<file path="src/nonrestoring_div.sv">
`timescale 1ns/1ps
`default_nettype none

module nonrestoring_div
#(
	parameter int WIDTH = 64
)
(
	input logic clk,
	input logic rst_n,
	input logic enable,
	input logic signedness,
	input logic [WIDTH-1:0] num,
	input logic [WIDTH-1:0] denom,
	output logic [WIDTH-1:0] quot,
	output logic [WIDTH-1:0] rem,
	output logic can_accept_cmd,
	output logic valid
);

	// partial remainder needs one bit over double width for its sign
	localparam int PW = 2 * WIDTH + 1;
	localparam int CW = $clog2(WIDTH);

	typedef enum logic [2:0]
	{
		ST_IDLE,
		ST_FIX,
		ST_ITER,
		ST_CORRECT,
		ST_OUTPUT
	} state_t;

	state_t state;
	logic [CW-1:0] count;

	logic [WIDTH-1:0] num_buf, denom_buf;
	logic [WIDTH-1:0] num_abs, denom_abs;
	logic signed_buf, num_neg, denom_neg;

	// quotient digits, 1 for +1 and 0 for -1
	logic [WIDTH-1:0] q_bits;
	logic [PW-1:0] p, d;

	// magnitudes, only negated for signed operands
	always_comb
	begin
		num_abs = (signed_buf && num_neg) ? -num_buf : num_buf;
		denom_abs = (signed_buf && denom_neg) ? -denom_buf : denom_buf;
	end

	assign can_accept_cmd = (state == ST_IDLE);

	// datapath
	always_ff @(posedge clk)
	begin
		case (state)
		ST_IDLE:
			if (enable)
			begin
				num_buf <= num;
				denom_buf <= denom;
				signed_buf <= signedness;
				num_neg <= num[WIDTH-1];
				denom_neg <= denom[WIDTH-1];
			end
		ST_FIX:
		begin
			p <= PW'(num_abs);
			d <= PW'(denom_abs) << WIDTH;
			q_bits <= '0;
		end
		ST_ITER:
		begin
			// subtract while non-negative, else add back
			q_bits[count] <= ~p[PW-1];
			p <= p[PW-1] ? (p << 1) + d : (p << 1) - d;
		end
		ST_CORRECT:
		begin
			// digits to binary, one step back if left negative
			q_bits <= q_bits - ~q_bits - WIDTH'(p[PW-1]);
			if (p[PW-1])
				p <= p + d;
		end
		default:
			;
		endcase
	end

	// FSM and results
	always_ff @(posedge clk or negedge rst_n)
	begin
		if (!rst_n)
		begin
			state <= ST_IDLE;
			count <= '0;
			valid <= 1'b0;
			quot <= '0;
			rem <= '0;
		end
		else
		begin
			valid <= 1'b0;
			case (state)
			ST_IDLE:
				if (enable)
					state <= ST_FIX;
			ST_FIX:
			begin
				state <= ST_ITER;
				count <= CW'(WIDTH - 1);
			end
			ST_ITER:
			begin
				count <= count - 1'b1;
				if (count == '0)
					state <= ST_CORRECT;
			end
			ST_CORRECT:
				state <= ST_OUTPUT;
			ST_OUTPUT:
			begin
				state <= ST_IDLE;
				valid <= 1'b1;
				// truncate toward zero, remainder follows numerator
				quot <= (signed_buf && (num_neg ^ denom_neg)) ? -q_bits : q_bits;
				rem <= (signed_buf && num_neg) ? -p[WIDTH +: WIDTH] : p[WIDTH +: WIDTH];
			end
			default:
				state <= ST_IDLE;
			endcase
		end
	end

endmodule

`default_nettype wire

</file>
<file path="config.mk">
export PLATFORM = sky130hd
export DESIGN_NAME = nonrestoring_div
export DESIGN_NICKNAME = d
export VERILOG_FILES = /design/src/nonrestoring_div.sv
export SDC_FILE = /design/constraint.sdc
export NUM_CORES = 1
export LEC_CHECK = 0
export BUFFER_PORTS_ARGS = -buffer_cell sky130_fd_sc_hd__buf_2
export CORE_MARGIN = 2
export CORE_UTILIZATION = 50
export CTS_BUF_LIST = sky130_fd_sc_hd__clkbuf_4 sky130_fd_sc_hd__clkbuf_8 sky130_fd_sc_hd__clkbuf_16
export CTS_CLUSTER_SIZE = 16
export DETAILED_ROUTE_END_ITERATION = 10
export PLACE_DENSITY = 0.71
export SETUP_SLACK_MARGIN = 0.3
export SYNTH_ARGS = -nofsm -noshare
export SYNTH_HDL_FRONTEND = slang
export SYNTH_SLANG_ARGS = --single-unit
</file>
<file path="constraint.sdc">
create_clock -name clk -period 31.1 [get_ports clk]
set_clock_uncertainty 0.05 [all_clocks]
set_input_delay 6.22 -clock clk [delete_from_list [all_inputs] [get_ports clk]]
set_output_delay 6.22 -clock clk [all_outputs]
set_load 0.03 [all_outputs]
</file>
==> impl_metrics.env, run 1 <==
export IMPL_required_ps=24830
export IMPL_final_setup_viol_count=0
export IMPL_dp_hpwl_mm=65.5
export IMPL_seqCellArea_um2=15000
export IMPL_io_pins=262
export IMPL_clock_sinks=524
export IMPL_drc_errors=0
export IMPL_crit_family="flip-flops"
export IMPL_tns_ps=0
export IMPL_grtUsageMet3_pct=4.52
export IMPL_grt_antenna_before_repair=3
export IMPL_cts_root_buffer="clkbuf_16"
export IMPL_hold_ws_ps=423
export IMPL_via_per_inst=6.00
export IMPL_syn_num_nets=3756
export IMPL_met1_usage_pct=36.3
export IMPL_gr_max_usage_layer="met2"
export IMPL_use_met2_pct=42.5
export IMPL_cts_tree="yes"
export IMPL_die_area_um2=68500
export IMPL_slew_limit_headroom_pct=20.7
export IMPL_crit_type="flip-flop to output port"
export IMPL_routabilityCongestion=0.965
export IMPL_cts_reportedPaths_clkPinSlew_ps=60
export IMPL_critical_path_max_fanout=19
export IMPL_avgRoutedWirePerCell_um=20.2
export IMPL_ctsHoldBuffers=0
export IMPL_die_w_um=262
export IMPL_synthFlopType="edfxtp_1"
export IMPL_critPathCaptureType="output port"
export IMPL_ir_drop_mv=0.0937
export IMPL_num_rows=94
export IMPL_cp_slowest_cell="dfrtp_1"
export IMPL_clkLatencyLatePin_ps=660
export IMPL_final_hold_viol_count=0
export IMPL_final_cell_mix="nand2_1, edfxtp_1, o21ai_0"
export IMPL_pre_cts_ws_ps=23340
export IMPL_synth_distinct_cells=84
export IMPL_numCtsBuffers=57
export IMPL_fmax_mhz=120
export IMPL_detail_route_antenna_nets=0
export IMPL_core_area_um2=65700
export IMPL_max_cap_violations=0
export IMPL_cts_max_level=2
export IMPL_rsz0062_at_grt="false"
export IMPL_p_leak_nw=14.6
export IMPL_arrival_ps=2040
export IMPL_synthCells=3486
export IMPL_grt_use_total_pct=26.4
export IMPL_post_route_period_util_pct=26.7
export IMPL_multiInputGateArea_um2=17200
export IMPL_ctsResizeCount=0
export IMPL_io_buffers=261
export IMPL_slew_violations=0
export IMPL_crit_path_start_kind="flip-flop"
export IMPL_die_h_um=262
export IMPL_drive_gt1_share_pct=12.1
export IMPL_layout_setup_ws_ps=22790
export IMPL_crit_chain="nor3_1 -> buf_2"
export IMPL_postCtsSetupRepairBufs=0
export IMPL_grt_pass1_wl_mm=143
export IMPL_drt_iter0_drc=2477
export IMPL_tightest_slew_ps=1190
export IMPL_final_common_cell="nand2_1"
export IMPL_period_minus_slack_ps=8310
export IMPL_nFillCells=5760
export IMPL_start_util_pct=50.5
export IMPL_grt_max_degree=144
export IMPL_synth_edff_count=386
export IMPL_hold_class="flip-flop to flip-flop"
export IMPL_syn_avg_cell_area_um2=9.52
export IMPL_outcome="finished clean"
export IMPL_synthArstFlopShare_pct=26.3
export IMPL_antenna_cells=0
export IMPL_fin_nets=3912
export IMPL_routed_wl_mm=92.0
export IMPL_overflow=0
export IMPL_critical_path_max_stage_delay_ps=630
export IMPL_ctsLongestPathBuffers=3
export IMPL_seq_area_frac_synth_pct=45.3
export IMPL_ys_warn_count=0
export IMPL_powerDensity_nw_per_um2=127
export IMPL_syn_area_um2=33200
export IMPL_ys_ff_latch=524
export IMPL_drt_pass1_iterations=6
export IMPL_vias=27320
export IMPL_area_growth_pct=12.0
export IMPL_grt_pass1_vias=25726
export IMPL_worstPathBufferInverterCount=1
-- synth_stat cells (19+ instances only) --
cell type / n / area [um2]
edfxtp_1: 386 / 11600
nor3_1: 75 / 375
o31ai_1: 90 / 676
or3_1: 33 / 206
o22ai_1: 56 / 350
nor4_1: 38 / 238
nand3_1: 43 / 215
nand4_1: 34 / 213
xnor2_1: 208 / 1820
nand2_1: 392 / 1470
o41ai_1: 19 / 166
dfrtp_1: 138 / 3450
ha_1: 136 / 1700
and3_1: 28 / 175
nor2_1: 245 / 920
o21ai_0: 369 / 1850
a21oi_1: 261 / 1310
o21bai_1: 28 / 210
clkbuf_1: 161 / 604
inv_1: 74 / 278
a22o_1: 49 / 429
nand2b_1: 24 / 150
and2_1: 21 / 131
xor2_1: 219 / 1920
a31oi_1: 51 / 319
a21o_1: 73 / 548
-- state kept, by name, indices dropped and copies added, names as in the netlist --
name,cells
quot,64
signed_buf,1
num_buf,64
d,64
q_bits,64
count,6
valid,1
p,129
state,3
denom_buf,64
rem,64
-- cell type report --
type / instances / share of cell area (%)
Clock buffer: 76 / 4.76
Timing Repair Buffer: 283 / 4.01
Clock inverter: 32 / 0.794
Tap cell: 864 / 2.91
Sequential cell: 524 / 40.5
Multi-Input combinational cell: 2702 / 46.3
Inverter: 74 / 0.747
-- cells by family (layout without fill, tap and decap cells) --
group,Yosys count,after routing,share of synthesized area (%)
compound gates,1103,1103,20.2
simple gates,1027,1027,14.7
flops,524,524,45.3
xor+xnor,428,428,11.3
buf+inv,260,465,3.00
fa+ha+maj,138,138,5.25
mux,6,6,0.188
-- through the flow --
step	cells	utilization [%]	total power, mW	cell area, um2
CTS	4555	56.5	4.69	37200
detailed placement	4447	53.4	3.95	35100
global placement	4447	53.4	3.91	35100
finish	4555	56.5	4.71	37200
global route	4555	56.5	5.04	37200
floorplan	3486	-	3.30	33200
-- worst register-to-register path, stage by stage (launching register included) --
cell      delay, ps
edfxtp_1        530
inv_1           110
ha_1            200
or4b_4          520
nor4b_4         520
and3_1          440
and3_4          290
a21oi_1          90
xnor2_1         160
ha_1            370
a21o_1          230
a21oi_1         140
nor2b_1          70
o21a_1          160
o41ai_1         510
o211ai_1        310
a211oi_1        530
o31a_1          320
nor3b_2         100
mux2i_1         130
or4_1           520
-- final timing paths --
path                          start             end  slack (ps)  depth (start not counted)
setup / recovery           state[0]  can_accept_cmd       22790                          2
hold / removal              rem[59]         rem[59]         420                          2
setup reg to reg              d[65]          p[127]       24540                         20
hold reg to reg             rem[59]         rem[59]         420                          2
max in group asynchronous     rst_n         rem[61]       24100                          2
min in group asynchronous     rst_n          rem[2]        5580                          1
-- power breakdown --
part	total (mW)	leakage [nW]	switching [mW]	internal [mW]
logic	2.55	8.07	1.61	0.934
registers	1.44	5.49	0.279	1.16
clock network	0.729	1.04	0.306	0.423
-- per-layer routing --
metal	part of all wire [%]	vias up	routed length, um
li1	-	13131	-
met1	43	13015	40000
met2	46	998	42200
met3	7.4	174	6800
met4	3.2	2	2980
met5	0.025	-	23
No activity file was read; power rests on OpenSTA's default activity.
==> run 2: changes to the inputs <==
Settings changed: PLACE_DENSITY 0.71 to 0.74.
Clock period 31.1 ns to 6.68 ns, I/O delays scaled along.
==> run 2 against run 1 <==
  * Routed wire length grew 2.2%
  * Largest cell class unchanged
  * Non-clock buffer count grew 5
  * Clock power grew to 4.6 times the previous value
  * Sequential share of layout area is essentially flat
  * Count of clock-buffer cells in the layout grew 14
  * Flip-flop and latch count is the same
  * Cell count grew 0.20%
  * Combinational power grew to 4.7 times the previous value
  * Cell area is essentially flat
==> impl_metrics.env, run 2 (synthesized netlist as in run 1, its figures left out) <==
export IMPL_numCtsBuffers=59
export IMPL_cts_root_buffer="clkbuf_16"
export IMPL_start_util_pct=50.5
export IMPL_die_h_um=262
export IMPL_die_area_um2=68500
export IMPL_drt_iter0_drc=2686
export IMPL_ir_drop_mv=0.348
export IMPL_slew_violations=0
export IMPL_arrival_ps=6200
export IMPL_cts_tree="yes"
export IMPL_crit_family="simple AND/OR/NAND/NOR gates"
export IMPL_largest_reg_flops=129
export IMPL_nFillCells=5719
export IMPL_final_hold_viol_count=0
export IMPL_post_route_period_util_pct=88.1
export IMPL_core_area_um2=65700
export IMPL_drive_gt1_share_pct=12.2
export IMPL_hold_class="flip-flop to flip-flop"
export IMPL_grt_antenna_before_repair=0
export IMPL_cp_slowest_cell="or4b_4"
export IMPL_final_common_cell="nand2_1"
export IMPL_critical_path_max_fanout=7
export IMPL_crit_chain="inv_1 -> ha_1 -> or4b_4 -> nor4b_4 -> buf_4 -> and3_1 -> and3_4 -> a21oi_1 -> xnor2_1 -> ha_1 -> a21o_1 -> a21oi_1 -> nor2b_1 -> o21a_1 -> o41ai_1 -> o211ai_1 -> a211oi_1 -> o31a_1 -> nor3b_2 -> mux2i_1 -> or4_1"
export IMPL_grt_pass1_wl_mm=144
export IMPL_grt_max_degree=130
export IMPL_drc_errors=0
export IMPL_required_ps=6990
export IMPL_io_pins=262
export IMPL_dp_cells=4452
export IMPL_postCtsSetupRepairBufs=0
export IMPL_cts_max_level=2
export IMPL_detail_route_antenna_nets=0
export IMPL_worstPathBufferInverterCount=2
export IMPL_powerDensity_nw_per_um2=597
export IMPL_clkLatencyLatePin_ps=650
export IMPL_grt_use_total_pct=26.8
export IMPL_cts_reportedPaths_clkPinSlew_ps=60
export IMPL_tns_ps=0
export IMPL_multiInputGateArea_um2=17200
export IMPL_fin_nets=3919
export IMPL_fmax_mhz=170
export IMPL_vias=27750
export IMPL_routed_wl_mm=94.1
export IMPL_avgRoutedWirePerCell_um=20.6
export IMPL_drt_pass1_iterations=5
export IMPL_crit_path_start_kind="flip-flop"
export IMPL_outcome="finished clean"
export IMPL_routabilityCongestion=0.959
export IMPL_dp_hpwl_mm=67.0
export IMPL_io_buffers=261
export IMPL_grt_pass1_vias=25667
export IMPL_fin_cells=4564
export IMPL_period_minus_slack_ps=5890
export IMPL_tightest_slew_ps=1130
export IMPL_seqCellArea_um2=15000
export IMPL_critPathCaptureType="flip-flop"
export IMPL_ctsHoldBuffers=0
export IMPL_top_register="p"
export IMPL_die_w_um=262
export IMPL_num_rows=94
export IMPL_area_growth_pct=12.1
export IMPL_ctsResizeCount=0
export IMPL_antenna_cells=0
export IMPL_slew_limit_headroom_pct=22.6
export IMPL_clock_sinks=524
export IMPL_final_cell_mix="nand2_1, edfxtp_1, o21ai_0"
export IMPL_crit_type="flip-flop to flip-flop"
export IMPL_critical_path_max_stage_delay_ps=510
export IMPL_p_leak_nw=14.6
export IMPL_ctsLongestPathBuffers=3
export IMPL_max_cap_violations=0
export IMPL_via_per_inst=6.08
export IMPL_overflow=0
export IMPL_final_setup_viol_count=0
export IMPL_rsz0062_at_grt="false"
-- run 2: worst reg2reg max path: cells and delay by family, from the launching register on --
| kind | cells | cell delay, ps |
|---|---|---|
| multiplexers | 1 | 120 |
| buffers and inverters | 2 | 280 |
| adder cells (fa/ha/maj) | 2 | 550 |
| AO/OA/AOI/OAI | 8 | 1950 |
| XOR/XNOR | 1 | 170 |
| AND/OR/NAND/NOR | 7 | 2010 |
| flip-flops | 1 | 490 |
-- run 2: metal layers --
metal | track usage [%] | wire (um)
met2 | 42.3 | 42800
met4 | 8.24 | 2660
met5 | 0 | 0
met1 | 38.0 | 40700
met3 | 4.26 | 7910
-- run 2: path summary, 6_finish.rpt --
check	startpoint	endpoint	slack, ps	cells after the start
min in group asynchronous	rst_n	quot[61]	490	1
hold / removal	quot[46]	quot[46]	420	2
max in group asynchronous	rst_n	rem[51]	4900	2
hold reg to reg	quot[46]	quot[46]	420	2
setup / recovery	d[65]	p[127]	790	21
setup reg to reg	d[65]	p[127]	790	21
-- run 2: metrics by stage --
step / total power, mW / setup slack, ps / area [um2] / hold slack [ps] / util (%)
2_1_floorplan: 15.3 / 199 / 33200 / 438 / -
3_3_place_gp: 18.4 / 920 / 35200 / 406 / 53.5
3_5_place_dp: 18.5 / 826 / 35200 / 414 / 53.5
4_1_cts: 22.0 / 784 / 37200 / 427 / 56.6
5_1_grt: 23.6 / 433 / 37200 / 448 / 56.6
6_report: 22.2 / 794 / 37200 / 419 / 56.6
-- run 2: layout make-up --
type	count	area share, %
clock buffer	90	4.90
clock inverter	22	0.599
inverter	74	0.747
multi-input combinational	2702	46.3
sequential	524	40.4
tap	864	2.91
timing repair buffer	288	4.11
-- run 2: power by group --
part           switching (mW)  internal (mW)  total, mW
Sequential               1.32           5.39       6.71
Combinational            7.76           4.36       12.1
Clock                    1.39           1.97       3.36
==> run 3: changes to the inputs <==
Settings changed: BUFFER_PORTS_ARGS -buffer_cell sky130_fd_sc_hd__buf_2 to unset, DONT_BUFFER_PORTS set to 1, PLACE_DENSITY 0.74 to 0.71.
==> run 3 against run 2 <==
  * Sequential power up 11%
  * Via count is 5.3% lower
  * Register-to-register slack is essentially flat
  * Clock power fell by 3%
  * Power shrank 2.9%
  * Cell count is 5.7% lower
  * Flip-flop and latch count is the same
  * Largest power group unchanged
  * Cell area down 3.8%
  * Critical path depth unchanged
  * Die area stayed put
  * Routed wire length shrank 2.8%
  * Combinational power fell by 11%
==> impl_metrics.env, run 3 (synthesized netlist as in run 1, its figures left out) <==
export IMPL_drive_gt1_share_pct=5.39
export IMPL_final_hold_viol_count=0
export IMPL_r2r_end="p[127]"
export IMPL_r2r_cells=21
export IMPL_reg2reg_slack_ps=810
export IMPL_pre_cts_ws_ps=833
export IMPL_grt_max_degree=139
export IMPL_cts_root_buffer="clkbuf_16"
export IMPL_met1_usage_pct=35.9
export IMPL_critical_path_max_fanout=7
export IMPL_clock_sinks=524
export IMPL_numCtsBuffers=57
export IMPL_required_ps=7010
export IMPL_arrival_ps=6200
export IMPL_grt_antenna_before_repair=4
export IMPL_drt_iter0_drc=2386
export IMPL_drc_errors=0
export IMPL_p_leak_nw=13.4
export IMPL_detail_route_antenna_nets=0
export IMPL_tns_ps=0
export IMPL_setup_worst_path_end="p[127]"
export IMPL_layout_setup_ws_ps=805
export IMPL_powerDensity_nw_per_um2=602
export IMPL_tightest_slew_ps=1040
export IMPL_drt_pass1_iterations=5
export IMPL_grt_pass1_wl_mm=141
export IMPL_post_route_period_util_pct=87.9
export IMPL_die_h_um=262
export IMPL_die_area_um2=68500
export IMPL_outcome="finished clean"
export IMPL_clkLatencyLatePin_ps=650
export IMPL_area_growth_pct=7.85
export IMPL_ctsLongestPathBuffers=3
export IMPL_io_buffers=0
export IMPL_postCtsSetupRepairBufs=0
export IMPL_top_register="p"
export IMPL_cts_max_level=2
export IMPL_max_cap_violations=0
export IMPL_ir_drop_mv=0.405
export IMPL_routabilityCongestion=0.969
export IMPL_dp_hpwl_mm=65.3
export IMPL_largest_reg_flops=129
export IMPL_io_pins=262
export IMPL_avgRoutedWirePerCell_um=21.3
export IMPL_crit_type="flip-flop to flip-flop"
export IMPL_cts_tree="yes"
export IMPL_rsz0062_at_grt="false"
export IMPL_fin_nets=3656
export IMPL_crit_path_start_kind="flip-flop"
export IMPL_slew_limit_headroom_pct=30.7
export IMPL_via_per_inst=6.11
export IMPL_grtUsageMet3_pct=4.49
export IMPL_vias=26293
export IMPL_finalPower_mw=21.5
export IMPL_ctsResizeCount=0
export IMPL_period_minus_slack_ps=5870
export IMPL_fmax_mhz=170
export IMPL_num_rows=94
export IMPL_final_cell_mix="nand2_1, edfxtp_1, o21ai_0"
export IMPL_worstReg2RegStart="d[64]"
export IMPL_hold_class="primary input to asynchronous set/reset pin"
export IMPL_ctsHoldBuffers=0
export IMPL_core_area_um2=65700
export IMPL_final_common_cell="nand2_1"
export IMPL_cts_reportedPaths_clkPinSlew_ps=70
export IMPL_overflow=0
export IMPL_start_util_pct=50.5
export IMPL_die_w_um=262
export IMPL_cp_startpoint="d[64]"
export IMPL_slew_violations=0
export IMPL_final_setup_viol_count=0
export IMPL_gr_max_usage_layer="met2"
export IMPL_critPathCaptureType="flip-flop"
export IMPL_grt_pass1_vias=24920
export IMPL_routed_wl_mm=91.4
export IMPL_use_met2_pct=42.3
export IMPL_grt_use_total_pct=26.2
-- run 3: cell types whose count changed in the layout (fill, tap and decap cells not counted), sizes merged --
cell	previous run	this run
inv	76	77
bufinv	2	5
clkinv	14	25
clkbuf	90	71
diode	0	3
buf	288	27
-- run 3: how the worst min path moves through the flow --
| stage | from | end | cells past startpoint |
|---|---|---|---|
| after global routing | rst_n | quot[48] | 0 |
| after CTS | rst_n | quot[54] | 0 |
| after global placement | p[28] | p[29] | 2 |
| final | rst_n | quot[41] | 0 |
| after floorplan | denom_buf[0] | d[64] | 0 |
| after detailed placement | p[18] | p[19] | 2 |
-- run 3: area by class of cell --
type                            count  area, um2
Fill cell                        5822      29900
Multi-Input combinational cell   2702      17200
Sequential cell                   524      15000
Clock buffer                       71       1560
Tap cell                          864       1080
Clock inverter                     37        400
Inverter                           74        278
Timing Repair Buffer               27        203
Antenna cell                        3       7.51
-- run 3: power breakdown --
group / leakage [nW] / switching, mW / internal [mW]
Sequential: 5.49 / 2.10 / 5.38
Combinational: 6.97 / 6.69 / 4.11
Clock: 0.976 / 1.40 / 1.87
-- run 3: per-stage QoR --
step                std cells  utilization, %  hold slack [ps]  area [um2]
finish                   4302            54.5              335       35800
floorplan                3486               -              438       33200
detailed placement       4191            51.5              458       33800
CTS                      4299            54.4              297       35800
global placement         4191            51.5              453       33800
global route             4301            54.5              301       35800
-- run 3: layer usage --
layer | vias to the layer above | wire [um]
met5 | - | 0
met4 | 0 | 2790
met3 | 179 | 6910
met2 | 981 | 42000
met1 | 12520 | 39700
li1 | 12613 | -
-- run 3: critical path, stage by stage, from the launching register on --
cell	delay (ps)
edfxtp_1	480
inv_1	90
ha_1	180
or4b_4	510
nor4b_4	450
and3_1	210
buf_4	150
and3_4	220
a21oi_1	80
xnor2_1	160
ha_1	370
a21o_1	220
a21oi_1	140
nor2b_1	60
o21a_1	160
o41ai_1	380
o211ai_1	230
a211oi_1	490
o31a_1	270
nor3b_2	80
mux2i_1	110
or4_1	500
